<file path="src/include/lsu_cfg.svh">
`ifndef LSU_CFG_SVH
`define LSU_CFG_SVH

// data and address width
`define LSU_GRLEN 32

// width of the operation code from the pipeline
`define LSU_OP_BITS 4

// destination register index width
`define LSU_RD_BITS 5

// operations accepted but not yet finished
`define LSU_MAX_OUTSTANDING 4

`endif

</file>
<file path="src/design/lsu_pkg.sv">
`include "lsu_cfg.svh"

package lsu_pkg;

   // operation codes driven by the pipeline
   typedef enum logic [`LSU_OP_BITS-1:0] {
      LSU_LD_B,
      LSU_LD_BU,
      LSU_LD_H,
      LSU_LD_HU,
      LSU_LD_W,
      LSU_ST_B,
      LSU_ST_H,
      LSU_ST_W,
      LSU_LL_W,
      LSU_SC_W
   } lsu_op_e;

   // access size
   typedef enum logic [1:0] {
      LSU_SZ_B,
      LSU_SZ_H,
      LSU_SZ_W
   } lsu_size_e;

   // one accepted operation waiting for its reply
   typedef struct packed {
      lsu_op_e                 op;
      logic [1:0]              byte_off;
      logic [`LSU_RD_BITS-1:0] rd;
      logic                    wen;
      // misaligned, never sent to memory
      logic                    ale;
   } lsu_track_t;

endpackage

</file>
<file path="src/design/lsu.sv">
`timescale 1ns/1ns
`include "lsu_cfg.svh"

module lsu (
   input  logic                    clk,
   input  logic                    arst_n,
   // pipeline, execute stage
   input  logic                    valid_e,
   input  lsu_pkg::lsu_op_e        lsu_op,
   input  logic [`LSU_GRLEN-1:0]   base,
   input  logic [`LSU_GRLEN-1:0]   offset,
   input  logic [`LSU_GRLEN-1:0]   wdata,
   input  logic [`LSU_RD_BITS-1:0] ecl_lsu_rd_e,
   input  logic                    ecl_lsu_wen_e,
   output logic                    lsu_addr_finish,
   output logic                    lsu_ecl_ale_e,
   output logic [`LSU_GRLEN-1:0]   lsu_csr_badv_e,
   // memory
   output logic                    data_req,
   output logic [`LSU_GRLEN-1:0]   data_addr,
   output logic                    data_wr,
   output logic [3:0]              data_wstrb,
   output logic [`LSU_GRLEN-1:0]   data_wdata,
   output logic                    data_ll,
   output logic                    data_sc,
   input  logic                    data_addr_ok,
   input  logic                    data_data_ok,
   input  logic [`LSU_GRLEN-1:0]   data_rdata,
   input  logic                    data_scsucceed,
   // pipeline, memory stage
   output logic                    lsu_finish_m,
   output logic [`LSU_GRLEN-1:0]   read_result_m,
   output logic [`LSU_RD_BITS-1:0] lsu_ecl_rd_m,
   output logic                    lsu_ecl_wen_m,
   output logic                    lsu_ale_m
);

   import lsu_pkg::*;

   logic       q_full;
   logic       q_empty;
   logic       push;
   logic       pop;
   lsu_track_t push_entry;
   lsu_track_t head;

   lsu_issue u_issue (
      .clk             (clk),
      .arst_n          (arst_n),
      .valid_e         (valid_e),
      .lsu_op          (lsu_op),
      .base            (base),
      .offset          (offset),
      .wdata           (wdata),
      .ecl_lsu_rd_e    (ecl_lsu_rd_e),
      .ecl_lsu_wen_e   (ecl_lsu_wen_e),
      .data_addr_ok    (data_addr_ok),
      .q_full          (q_full),
      .data_req        (data_req),
      .data_addr       (data_addr),
      .data_wr         (data_wr),
      .data_wstrb      (data_wstrb),
      .data_wdata      (data_wdata),
      .data_ll         (data_ll),
      .data_sc         (data_sc),
      .lsu_addr_finish (lsu_addr_finish),
      .lsu_ecl_ale_e   (lsu_ecl_ale_e),
      .lsu_csr_badv_e  (lsu_csr_badv_e),
      .push            (push),
      .push_entry      (push_entry)
   );

   lsu_track_fifo #(
      .DEPTH (`LSU_MAX_OUTSTANDING)
   ) u_track (
      .clk        (clk),
      .arst_n     (arst_n),
      .push       (push),
      .pop        (pop),
      .push_entry (push_entry),
      .full       (q_full),
      .empty      (q_empty),
      .head       (head)
   );

   lsu_writeback u_wb (
      .clk            (clk),
      .arst_n         (arst_n),
      .head           (head),
      .empty          (q_empty),
      .data_data_ok   (data_data_ok),
      .data_scsucceed (data_scsucceed),
      .data_rdata     (data_rdata),
      .pop            (pop),
      .lsu_finish_m   (lsu_finish_m),
      .lsu_ale_m      (lsu_ale_m),
      .read_result_m  (read_result_m),
      .lsu_ecl_rd_m   (lsu_ecl_rd_m),
      .lsu_ecl_wen_m  (lsu_ecl_wen_m)
   );

endmodule

</file>
<file path="src/design/lsu_decoder.sv">
`timescale 1ns/1ns
`include "lsu_cfg.svh"

module lsu_decoder (
   input  lsu_pkg::lsu_op_e   op,
   output lsu_pkg::lsu_size_e size,
   output logic               is_signed,
   output logic               is_load,
   output logic               is_store,
   output logic               is_ll,
   output logic               is_sc
);

   import lsu_pkg::*;

   // plain loads only, ll is reported on its own
   assign is_load   = op inside {LSU_LD_B, LSU_LD_BU, LSU_LD_H, LSU_LD_HU, LSU_LD_W};
   assign is_store  = op inside {LSU_ST_B, LSU_ST_H, LSU_ST_W};
   assign is_ll     = (op == LSU_LL_W);
   assign is_sc     = (op == LSU_SC_W);
   assign is_signed = op inside {LSU_LD_B, LSU_LD_H};

   always_comb begin
      case (op)
         LSU_LD_B,
         LSU_LD_BU,
         LSU_ST_B: begin
            size = LSU_SZ_B;
         end
         LSU_LD_H,
         LSU_LD_HU,
         LSU_ST_H: begin
            size = LSU_SZ_H;
         end
         // word, ll, sc and unused encodings
         default: begin
            size = LSU_SZ_W;
         end
      endcase
   end

endmodule

</file>
<file path="src/design/lsu_issue.sv">
`timescale 1ns/1ns
`include "lsu_cfg.svh"

module lsu_issue (
   input  logic                    clk,
   input  logic                    arst_n,
   input  logic                    valid_e,
   input  lsu_pkg::lsu_op_e        lsu_op,
   input  logic [`LSU_GRLEN-1:0]   base,
   input  logic [`LSU_GRLEN-1:0]   offset,
   input  logic [`LSU_GRLEN-1:0]   wdata,
   input  logic [`LSU_RD_BITS-1:0] ecl_lsu_rd_e,
   input  logic                    ecl_lsu_wen_e,
   input  logic                    data_addr_ok,
   input  logic                    q_full,
   output logic                    data_req,
   output logic [`LSU_GRLEN-1:0]   data_addr,
   output logic                    data_wr,
   output logic [3:0]              data_wstrb,
   output logic [`LSU_GRLEN-1:0]   data_wdata,
   output logic                    data_ll,
   output logic                    data_sc,
   output logic                    lsu_addr_finish,
   output logic                    lsu_ecl_ale_e,
   output logic [`LSU_GRLEN-1:0]   lsu_csr_badv_e,
   output logic                    push,
   output lsu_pkg::lsu_track_t     push_entry
);

   import lsu_pkg::*;

   lsu_size_e             size;
   logic                  is_store;
   logic                  is_ll;
   logic                  is_sc;
   logic [`LSU_GRLEN-1:0] addr;
   logic                  ale;

   lsu_decoder u_dec (
      .op        (lsu_op),
      .size      (size),
      .is_signed (),
      .is_load   (),
      .is_store  (is_store),
      .is_ll     (is_ll),
      .is_sc     (is_sc)
   );

   assign addr = base + offset;

   // ll and sc decode as word size
   assign ale = ((size == LSU_SZ_H) && addr[0]) ||
                ((size == LSU_SZ_W) && (addr[1:0] != 2'b00));

   assign lsu_ecl_ale_e  = valid_e & ale;
   assign lsu_csr_badv_e = addr;

   // misaligned ops never reach memory but still take a queue slot
   assign data_req        = valid_e & ~ale & ~q_full;
   assign lsu_addr_finish = valid_e & ~q_full & (ale | data_addr_ok);

   assign data_addr = addr;
   assign data_wr   = is_store | is_sc;
   assign data_ll   = is_ll;
   assign data_sc   = is_sc;

   always_comb begin
      case (size)
         LSU_SZ_B: begin
            data_wstrb = 4'b0001 << addr[1:0];
            data_wdata = {4{wdata[7:0]}};
         end
         LSU_SZ_H: begin
            data_wstrb = 4'b0011 << addr[1:0];
            data_wdata = {2{wdata[15:0]}};
         end
         default: begin
            data_wstrb = 4'b1111;
            data_wdata = wdata;
         end
      endcase
      // loads carry no strobes
      if (!data_wr) begin
         data_wstrb = 4'b0000;
      end
   end

   assign push       = lsu_addr_finish;
   assign push_entry = '{op: lsu_op, byte_off: addr[1:0], rd: ecl_lsu_rd_e,
                         wen: ecl_lsu_wen_e, ale: ale};

   // a stalled request must be held by the pipeline until memory takes it
   a_req_hold: assert property (@(posedge clk) disable iff (!arst_n)
      data_req && !data_addr_ok |=> data_req && $stable(data_addr) && $stable(data_wr) &&
      $stable(data_wstrb) && $stable(data_wdata) && $stable(data_ll) && $stable(data_sc));

endmodule

</file>
<file path="src/design/lsu_track_fifo.sv">
`timescale 1ns/1ns
`include "lsu_cfg.svh"

module lsu_track_fifo #(
   parameter int DEPTH = `LSU_MAX_OUTSTANDING
) (
   input  logic                clk,
   input  logic                arst_n,
   input  logic                push,
   input  logic                pop,
   input  lsu_pkg::lsu_track_t push_entry,
   output logic                full,
   output logic                empty,
   output lsu_pkg::lsu_track_t head
);

   import lsu_pkg::*;

   localparam int AW = $clog2(DEPTH);

   lsu_track_t    mem [DEPTH];
   logic [AW-1:0] wr_ptr;
   logic [AW-1:0] rd_ptr;
   logic [AW:0]   count;

   always_ff @(posedge clk or negedge arst_n) begin
      if (!arst_n) begin
         wr_ptr <= '0;
         rd_ptr <= '0;
         count  <= '0;
         for (int i = 0; i < DEPTH; i++) begin
            mem[i] <= '0;
         end
      end else begin
         if (push) begin
            mem[wr_ptr] <= push_entry;
            wr_ptr      <= wr_ptr + 1'b1;
         end
         if (pop) begin
            rd_ptr <= rd_ptr + 1'b1;
         end
         // simultaneous push and pop leaves the count unchanged
         case ({push, pop})
            2'b10: count <= count + 1'b1;
            2'b01: count <= count - 1'b1;
            default: count <= count;
         endcase
      end
   end

   assign full  = (count == (AW + 1)'(DEPTH));
   assign empty = (count == '0);
   assign head  = mem[rd_ptr];

   a_no_overflow: assert property (@(posedge clk) disable iff (!arst_n)
      push |-> !full);

   a_no_underflow: assert property (@(posedge clk) disable iff (!arst_n)
      pop |-> !empty);

endmodule

</file>
<file path="src/design/lsu_writeback.sv">
`timescale 1ns/1ns
`include "lsu_cfg.svh"

module lsu_writeback (
   input  logic                    clk,
   input  logic                    arst_n,
   input  lsu_pkg::lsu_track_t     head,
   input  logic                    empty,
   input  logic                    data_data_ok,
   input  logic                    data_scsucceed,
   input  logic [`LSU_GRLEN-1:0]   data_rdata,
   output logic                    pop,
   output logic                    lsu_finish_m,
   output logic                    lsu_ale_m,
   output logic [`LSU_GRLEN-1:0]   read_result_m,
   output logic [`LSU_RD_BITS-1:0] lsu_ecl_rd_m,
   output logic                    lsu_ecl_wen_m
);

   import lsu_pkg::*;

   lsu_size_e   size;
   logic        is_signed;
   logic        is_load;
   logic        is_ll;
   logic        is_sc;
   logic [7:0]  byte_lane;
   logic [15:0] half_lane;

   lsu_decoder u_dec (
      .op        (head.op),
      .size      (size),
      .is_signed (is_signed),
      .is_load   (is_load),
      .is_store  (),
      .is_ll     (is_ll),
      .is_sc     (is_sc)
   );

   // a misaligned head retires on its own, no reply is coming for it
   assign pop          = ~empty & (head.ale | data_data_ok);
   assign lsu_finish_m = pop;

   assign lsu_ale_m     = head.ale;
   assign lsu_ecl_rd_m  = head.rd;
   assign lsu_ecl_wen_m = head.wen & ~head.ale;

   always_comb begin
      case (head.byte_off)
         2'd0: byte_lane = data_rdata[7:0];
         2'd1: byte_lane = data_rdata[15:8];
         2'd2: byte_lane = data_rdata[23:16];
         default: byte_lane = data_rdata[31:24];
      endcase
   end

   assign half_lane = head.byte_off[1] ? data_rdata[31:16] : data_rdata[15:0];

   always_comb begin
      read_result_m = '0;
      if (!head.ale) begin
         if (is_sc) begin
            read_result_m = {{(`LSU_GRLEN-1){1'b0}}, data_scsucceed};
         end else if (is_load || is_ll) begin
            case (size)
               LSU_SZ_B: read_result_m = {{(`LSU_GRLEN-8){is_signed & byte_lane[7]}}, byte_lane};
               LSU_SZ_H: read_result_m = {{(`LSU_GRLEN-16){is_signed & half_lane[15]}}, half_lane};
               default: read_result_m = data_rdata;
            endcase
         end
      end
   end

   // replies only belong to entries that were sent to memory
   a_reply_matches_head: assert property (@(posedge clk) disable iff (!arst_n)
      data_data_ok |-> !empty && !head.ale);

endmodule

</file>
<file path="config.mk">
export PLATFORM = sky130hd
export DESIGN_NAME = lsu
export DESIGN_NICKNAME = d
export VERILOG_FILES = /design/src/design/lsu_pkg.sv /design/src/design/lsu.sv /design/src/design/lsu_decoder.sv /design/src/design/lsu_issue.sv /design/src/design/lsu_track_fifo.sv /design/src/design/lsu_writeback.sv
export VERILOG_INCLUDE_DIRS = /design/src /design/src/include
export SDC_FILE = /design/constraint.sdc
export NUM_CORES = 1
export LEC_CHECK = 0
export BUFFER_PORTS_ARGS = -buffer_cell sky130_fd_sc_hd__buf_2
export CAP_MARGIN = 20
export CORE_AREA = 2 2 114 116
export CTS_BUF_LIST = sky130_fd_sc_hd__clkbuf_8
export DETAILED_ROUTE_END_ITERATION = 16
export DIE_AREA = 0 0 116 118
export PLACE_DENSITY = 0.9
export REMOVE_ABC_BUFFERS = 1
export SYNTH_ARGS = -nofsm -noshare
export SYNTH_HDL_FRONTEND = slang
export SYNTH_SLANG_ARGS = --single-unit
</file>
<file path="constraint.sdc">
create_clock -name clk -period 9.92 [get_ports clk]
set_input_delay 1.984 -clock clk [delete_from_list [all_inputs] [get_ports clk]]
set_output_delay 1.984 -clock clk [all_outputs]
set_load 0.1 [all_outputs]
</file>
# Word-level counts from Yosys, hierarchy flattened
# Index checks and enable logic that the tools add are counted.
[word_totals] register_bits=59 input_bits=144 out_inout_bits=146 word_cells=113
[classes] n_addsub=5 order_cmp=3 eq_ne=24 n_shift=2 mux=18 bitwise=18 reduce_logical=20
[op_table] operator="one-hot mux 32 bit (2 select lines)" n=2
[op_table] operator="2-to-1 mux 32 bit" n=3
[op_table] operator="bitwise mux 52 bit" n=1
[op_table] operator="2-to-1 mux 13 bit" n=3
[op_table] operator="adder 32 bit" n=1
[op_table] operator="binary-select mux 13 bit (select 2 bit)" n=1
[op_table] operator="demux 13 bit (select 2 bit)" n=1
[op_table] operator="== test 4 x 3 -> 1 bit, second input constant" n=6
[op_table] operator="one-hot mux 8 bit (3 select lines)" n=1
[op_table] operator="== test 4 x 2 -> 1 bit, second input constant" n=4
[op_table] operator="== test 4 bit, second input constant" n=4
[op_table] operator="2-to-1 mux 16 bit" n=1
[op_table] operator="OR reduction 3 bit" n=4
[op_table] operator="AND 1 bit" n=9
[op_table] operator="== test 2 x 1 -> 1 bit, second input constant" n=4
[op_table] operator="== test 4 x 1 -> 1 bit, second input constant" n=2
[op_table] operator="logical NOT 4 bit" n=2
[op_table] operator="one-hot mux 2 bit (2 select lines)" n=2
[op_table] operator="one-hot mux 4 bit (2 select lines)" n=1
[op_table] operator="== test 2 bit, second input constant" n=3
[op_table] operator=">= comparator 3 bit, second input constant" n=2
[op_table] operator="logical NOT 2 bit" n=3
[op_table] operator="inverter 2 -> 3 bit" n=2
[op_table] operator="one-hot mux 3 bit (2 select lines)" n=1
[op_table] operator="16 further kinds" n=27

# Logic depth before layout (Yosys ltp)
[logic_depth] word_depth=12 ltp_mapped=14 ltp_nobuf=13

# Cells and area by module
# Synthesis repeated with hierarchy kept, for this count alone.
[unflattened] cells_unflattened=684 hier_area_um2=6192.2
[by_module_without_submodules] module="lsu_track_fifo" instances=1 cells_each=161 area_per_inst_um2=2657.5 seq_area_each_um2=1476.4
[by_module_without_submodules] module="lsu_issue" instances=1 cells_each=359 area_per_inst_um2=2583.7 seq_area_each_um2=0.0
[by_module_without_submodules] module="lsu_writeback" instances=1 cells_each=144 area_per_inst_um2=813.3 seq_area_each_um2=0.0
[by_module_without_submodules] module="lsu_decoder" instances=2 cells_each=10 area_per_inst_um2=68.8 seq_area_each_um2=0.0

# Least setup slack after synthesis
# Ideal clock, no wire load.
[synth_timing] kind="in2out" from="in offset[6]" to="out lsu_csr_badv_e[31]" arrival_time_ns=6.451 setup_slack_ns=1.485 path_stages=9 path_cell_list="ha_1 a21oi_1 o211ai_1 a21o_1 a2111oi_0 nor3_1 a21o_1 a211oi_1 buf_4"
[synth_between] elab_chain_cells=1
[synth_rtl] element="start, declared" line_no="lsu.sv:11" source="input logic [`LSU_GRLEN-1:0] offset,"
[synth_rtl] element="adder 32 bit" line_no="lsu_issue.sv:49" source="assign addr = base + offset;"
[synth_rtl] element="end, declared" line_no="lsu.sv:17" source="output logic [`LSU_GRLEN-1:0] lsu_csr_badv_e,"
# Every way passes these cells.

# Worst setup path in the final report
[layout_timing] from="in offset[0]" to="out data_addr[28]"
[layout_between] elab_chain_cells=1
[layout_rtl] element="adder 32 bit" line_no="lsu_issue.sv:49"
[layout_rtl] element="end, declared" line_no="lsu.sv:20" source="output logic [`LSU_GRLEN-1:0] data_addr,"
# Every way passes these cells.

==> flow_summary_export.csv <==
group,metric,value,unit
route,ant_nets,0,
logic_synthesis,synth_area_per_cell,8.809,µm²
finish,finalNetCount,1110,
clocking,clock_path_buffers,2,
die,die_y,118,µm
setup_path,reg2reg_from,"u_track.rd_ptr[0]",
clocking,cts.clk_slew.worst_paths,0.06,ns
placement,pre_cts_ws,3.060,ns
logic_synthesis,synth_cell_types,68,
hold_path,hp-start,"u_track.count[2]",
hold_path,hp-class,"flip-flop to flip-flop",
global_route,grt.total_usage,26.45,%
clocking,ctsHoldBuffers,0,
setup_path,required,7.94,ns
clocking,insertion_delay,0.34,ns
finish,design_area,0.007521,mm²
global_route,grt_max_degree,60,
route,vias_per_cell,5.738,
placement,io_buffers,289,
setup_path,cpPeakStageDelay,0.46,ns
global_route,grt_pass1_wl,29080,µm
clocking,cts_sinks,59,
timing,setup_ws,2.997,ns
route,dr.pass1.iters,7,
clocking,cts_made_buffers,9,
timing,tns,0,ns
setup_path,cp-start-kind,"primary input",
outcome,outcome,"completed",
setup_path,cp_data_arrival_time,4.94,ns
global_route,grt_antenna_before_repair,1,
clocking,ctsRootBufferMaster,"clkbuf_8",
die,die-area,0.01369,mm²
timing,layout_worst_path_cycle_share,69.79,%
timing,finalMaxSlewViolations,0,
placement,place_area,0.007332,mm²
setup_path,path_class,"primary input to output pin",
timing,timing.fmax,144.5,MHz
setup_path,crit_path_frequent_cell,"buf_2",
die,start_util,49.10,%
route,num_vias,6341,
route,drc,0,
setup_path,endpoint_kind,"output pin",
global_route,first_global_vias,5831,
timing,fin_crit,6.923,ns
logic_synthesis,yosysWarnings,0,
finish,area_growth,23.38,%
timing,fin_worst_skew,0.006383,ns
die,rows,41,
clocking,cts_setup_buffers,0,
route,drtIter0Drc,611,
placement,gp_congestion,0.9013,
logic_synthesis,yosys_most_used_dff,"dfrtp_1",
timing,rsz0062_at_grt,"no",
logic_synthesis,netlist_instances,692,
die,core_area,0.01241,mm²
flow_run,max_cap_viol_count,0,
logic_synthesis,synth-seq-area-share,24.22,%
route,finalWirelength,18830,µm
logic_synthesis,netlist_area,0.006096,mm²
die,ios,290,
timing,worstMarginPinSlew,1.043,ns
placement,hpwl,14520,µm
logic_synthesis,async_flop_share,100.0,%
finish,layout_common_cells,"289 x buf_2, 72 x nand2_1, 65 x nor2_1",
setup_path,startpoint,"offset[0]",
clocking,cts_htree_levels,3,
setup_path,cp_cell_sequence,"buf_2 > ha_1 > inv_1 > fa_1 > nor2b_1 > o31a_1 > o22ai_2 > o41ai_2 > a21oi_1 > o2111ai_1 > or3b_1 > buf_2",
clocking,ctsResizeCount,0,
setup_path,r2r_slack,6.93,ns
timing,slew_headroom,30.44,%
clocking,cts_tree,"done",
timing,setup_viol,0,
die,die_w,116,µm
logic_synthesis,ys_ff_latch,59,
global_route,grt_overflow_total,0,
setup_path,worstPathMaxFanout,4,
timing,hold_viol,0,
setup_path,cpMaxStageDelayCell,"o41ai_2",
finish,final_common_cell,"buf_2",
route,post_drt_wl_per_cell,17.04,µm
logic_synthesis,synth-edff-count,0,
finish,drive_gt1_share,43.56,%
timing,whs,0.4986,ns
-- path summary, 6_finish.rpt --
path                                    end  cells past startpoint
setup / recovery              data_addr[28]                     12
hold / removal             u_track.count[2]                      1
setup reg to reg           u_track.count[2]                      8
hold reg to reg            u_track.count[2]                      1
max in group asynchronous   u_track.mem[25]                      2
min in group asynchronous   u_track.mem[17]                      2
-- flip-flops by register name (all words and copies together), names as in the netlist --
register / cells
u_track.count: 3
u_track.mem: 52
u_track.wr_ptr: 2
u_track.rd_ptr: 2
-- routing by layer --
layer | vias to the layer above | wire [µm] | track usage, % | share of wire (%)
li1 | 2948 | - | - | -
met1 | 3027 | 7526 | 33.79 | 40
met2 | 337 | 9464 | 44.19 | 50
met3 | 29 | 1510 | 5.561 | 8.0
met4 | 0 | 324 | 8.929 | 1.7
met5 | - | 0 | 0 | 0
-- cell usage after synthesis (all sizes together), types with 12 or more instances --
master / instances / area (µm²)
a21oi: 61 / 327.8
xor2: 14 / 122.6
a211oi: 14 / 105.1
nand2: 73 / 281.5
mux2: 60 / 675.7
xnor2: 19 / 166.4
nor2: 71 / 295.3
a21o: 16 / 120.1
o21ai: 26 / 141.4
ha: 36 / 450.4
mux4: 13 / 292.8
inv: 23 / 86.33
dfrtp: 59 / 1476
mux2i: 12 / 123.9
nand3: 12 / 60.06
buf: 54 / 394.1
nor2b: 14 / 87.58
clkbuf: 14 / 53.80
-- logic make-up after synthesis --
| logic type | after synthesis | share of synthesized area, % |
|---|---|---|
| AOI/OAI and AO/OA | 180 | 20.30 |
| xor gates and xnor gates | 33 | 4.741 |
| buffers and inverters | 91 | 8.764 |
| DFF | 59 | 24.22 |
| muxes | 85 | 17.92 |
| adders and majority gates | 38 | 8.046 |
| and+or+nand+nor | 206 | 16.01 |
-- layout make-up --
class / count / area (µm²)
fillers: 1114 / 4893
multi-input cells: 542 / 4085
flip-flops and latches: 59 / 1476
repair buffers: 293 / 1476
well taps: 172 / 215.2
clock buffers: 12 / 165.2
inverters: 23 / 86.33
clock inverters: 3 / 13.76
diodes: 1 / 2.502
-- critical path, delay by kind of cell --
family | cells | cell delay, ns
AOI/OAI and AO/OA | 5 | 1.28
and+or+nand+nor | 2 | 0.55
adders and majority gates | 2 | 0.65
buffers and inverters | 3 | 0.47
-- through the flow --
step                      utilization, %  cells
after floorplan                        -    624
after global placement             59.06   1088
after detailed placement           59.06   1088
after CTS                          60.50   1103
after global routing               60.56   1104
final                              60.58   1105
Power is not shown: default switching activity piles up to over one toggle a cycle in this logic, so the estimate is an artifact.
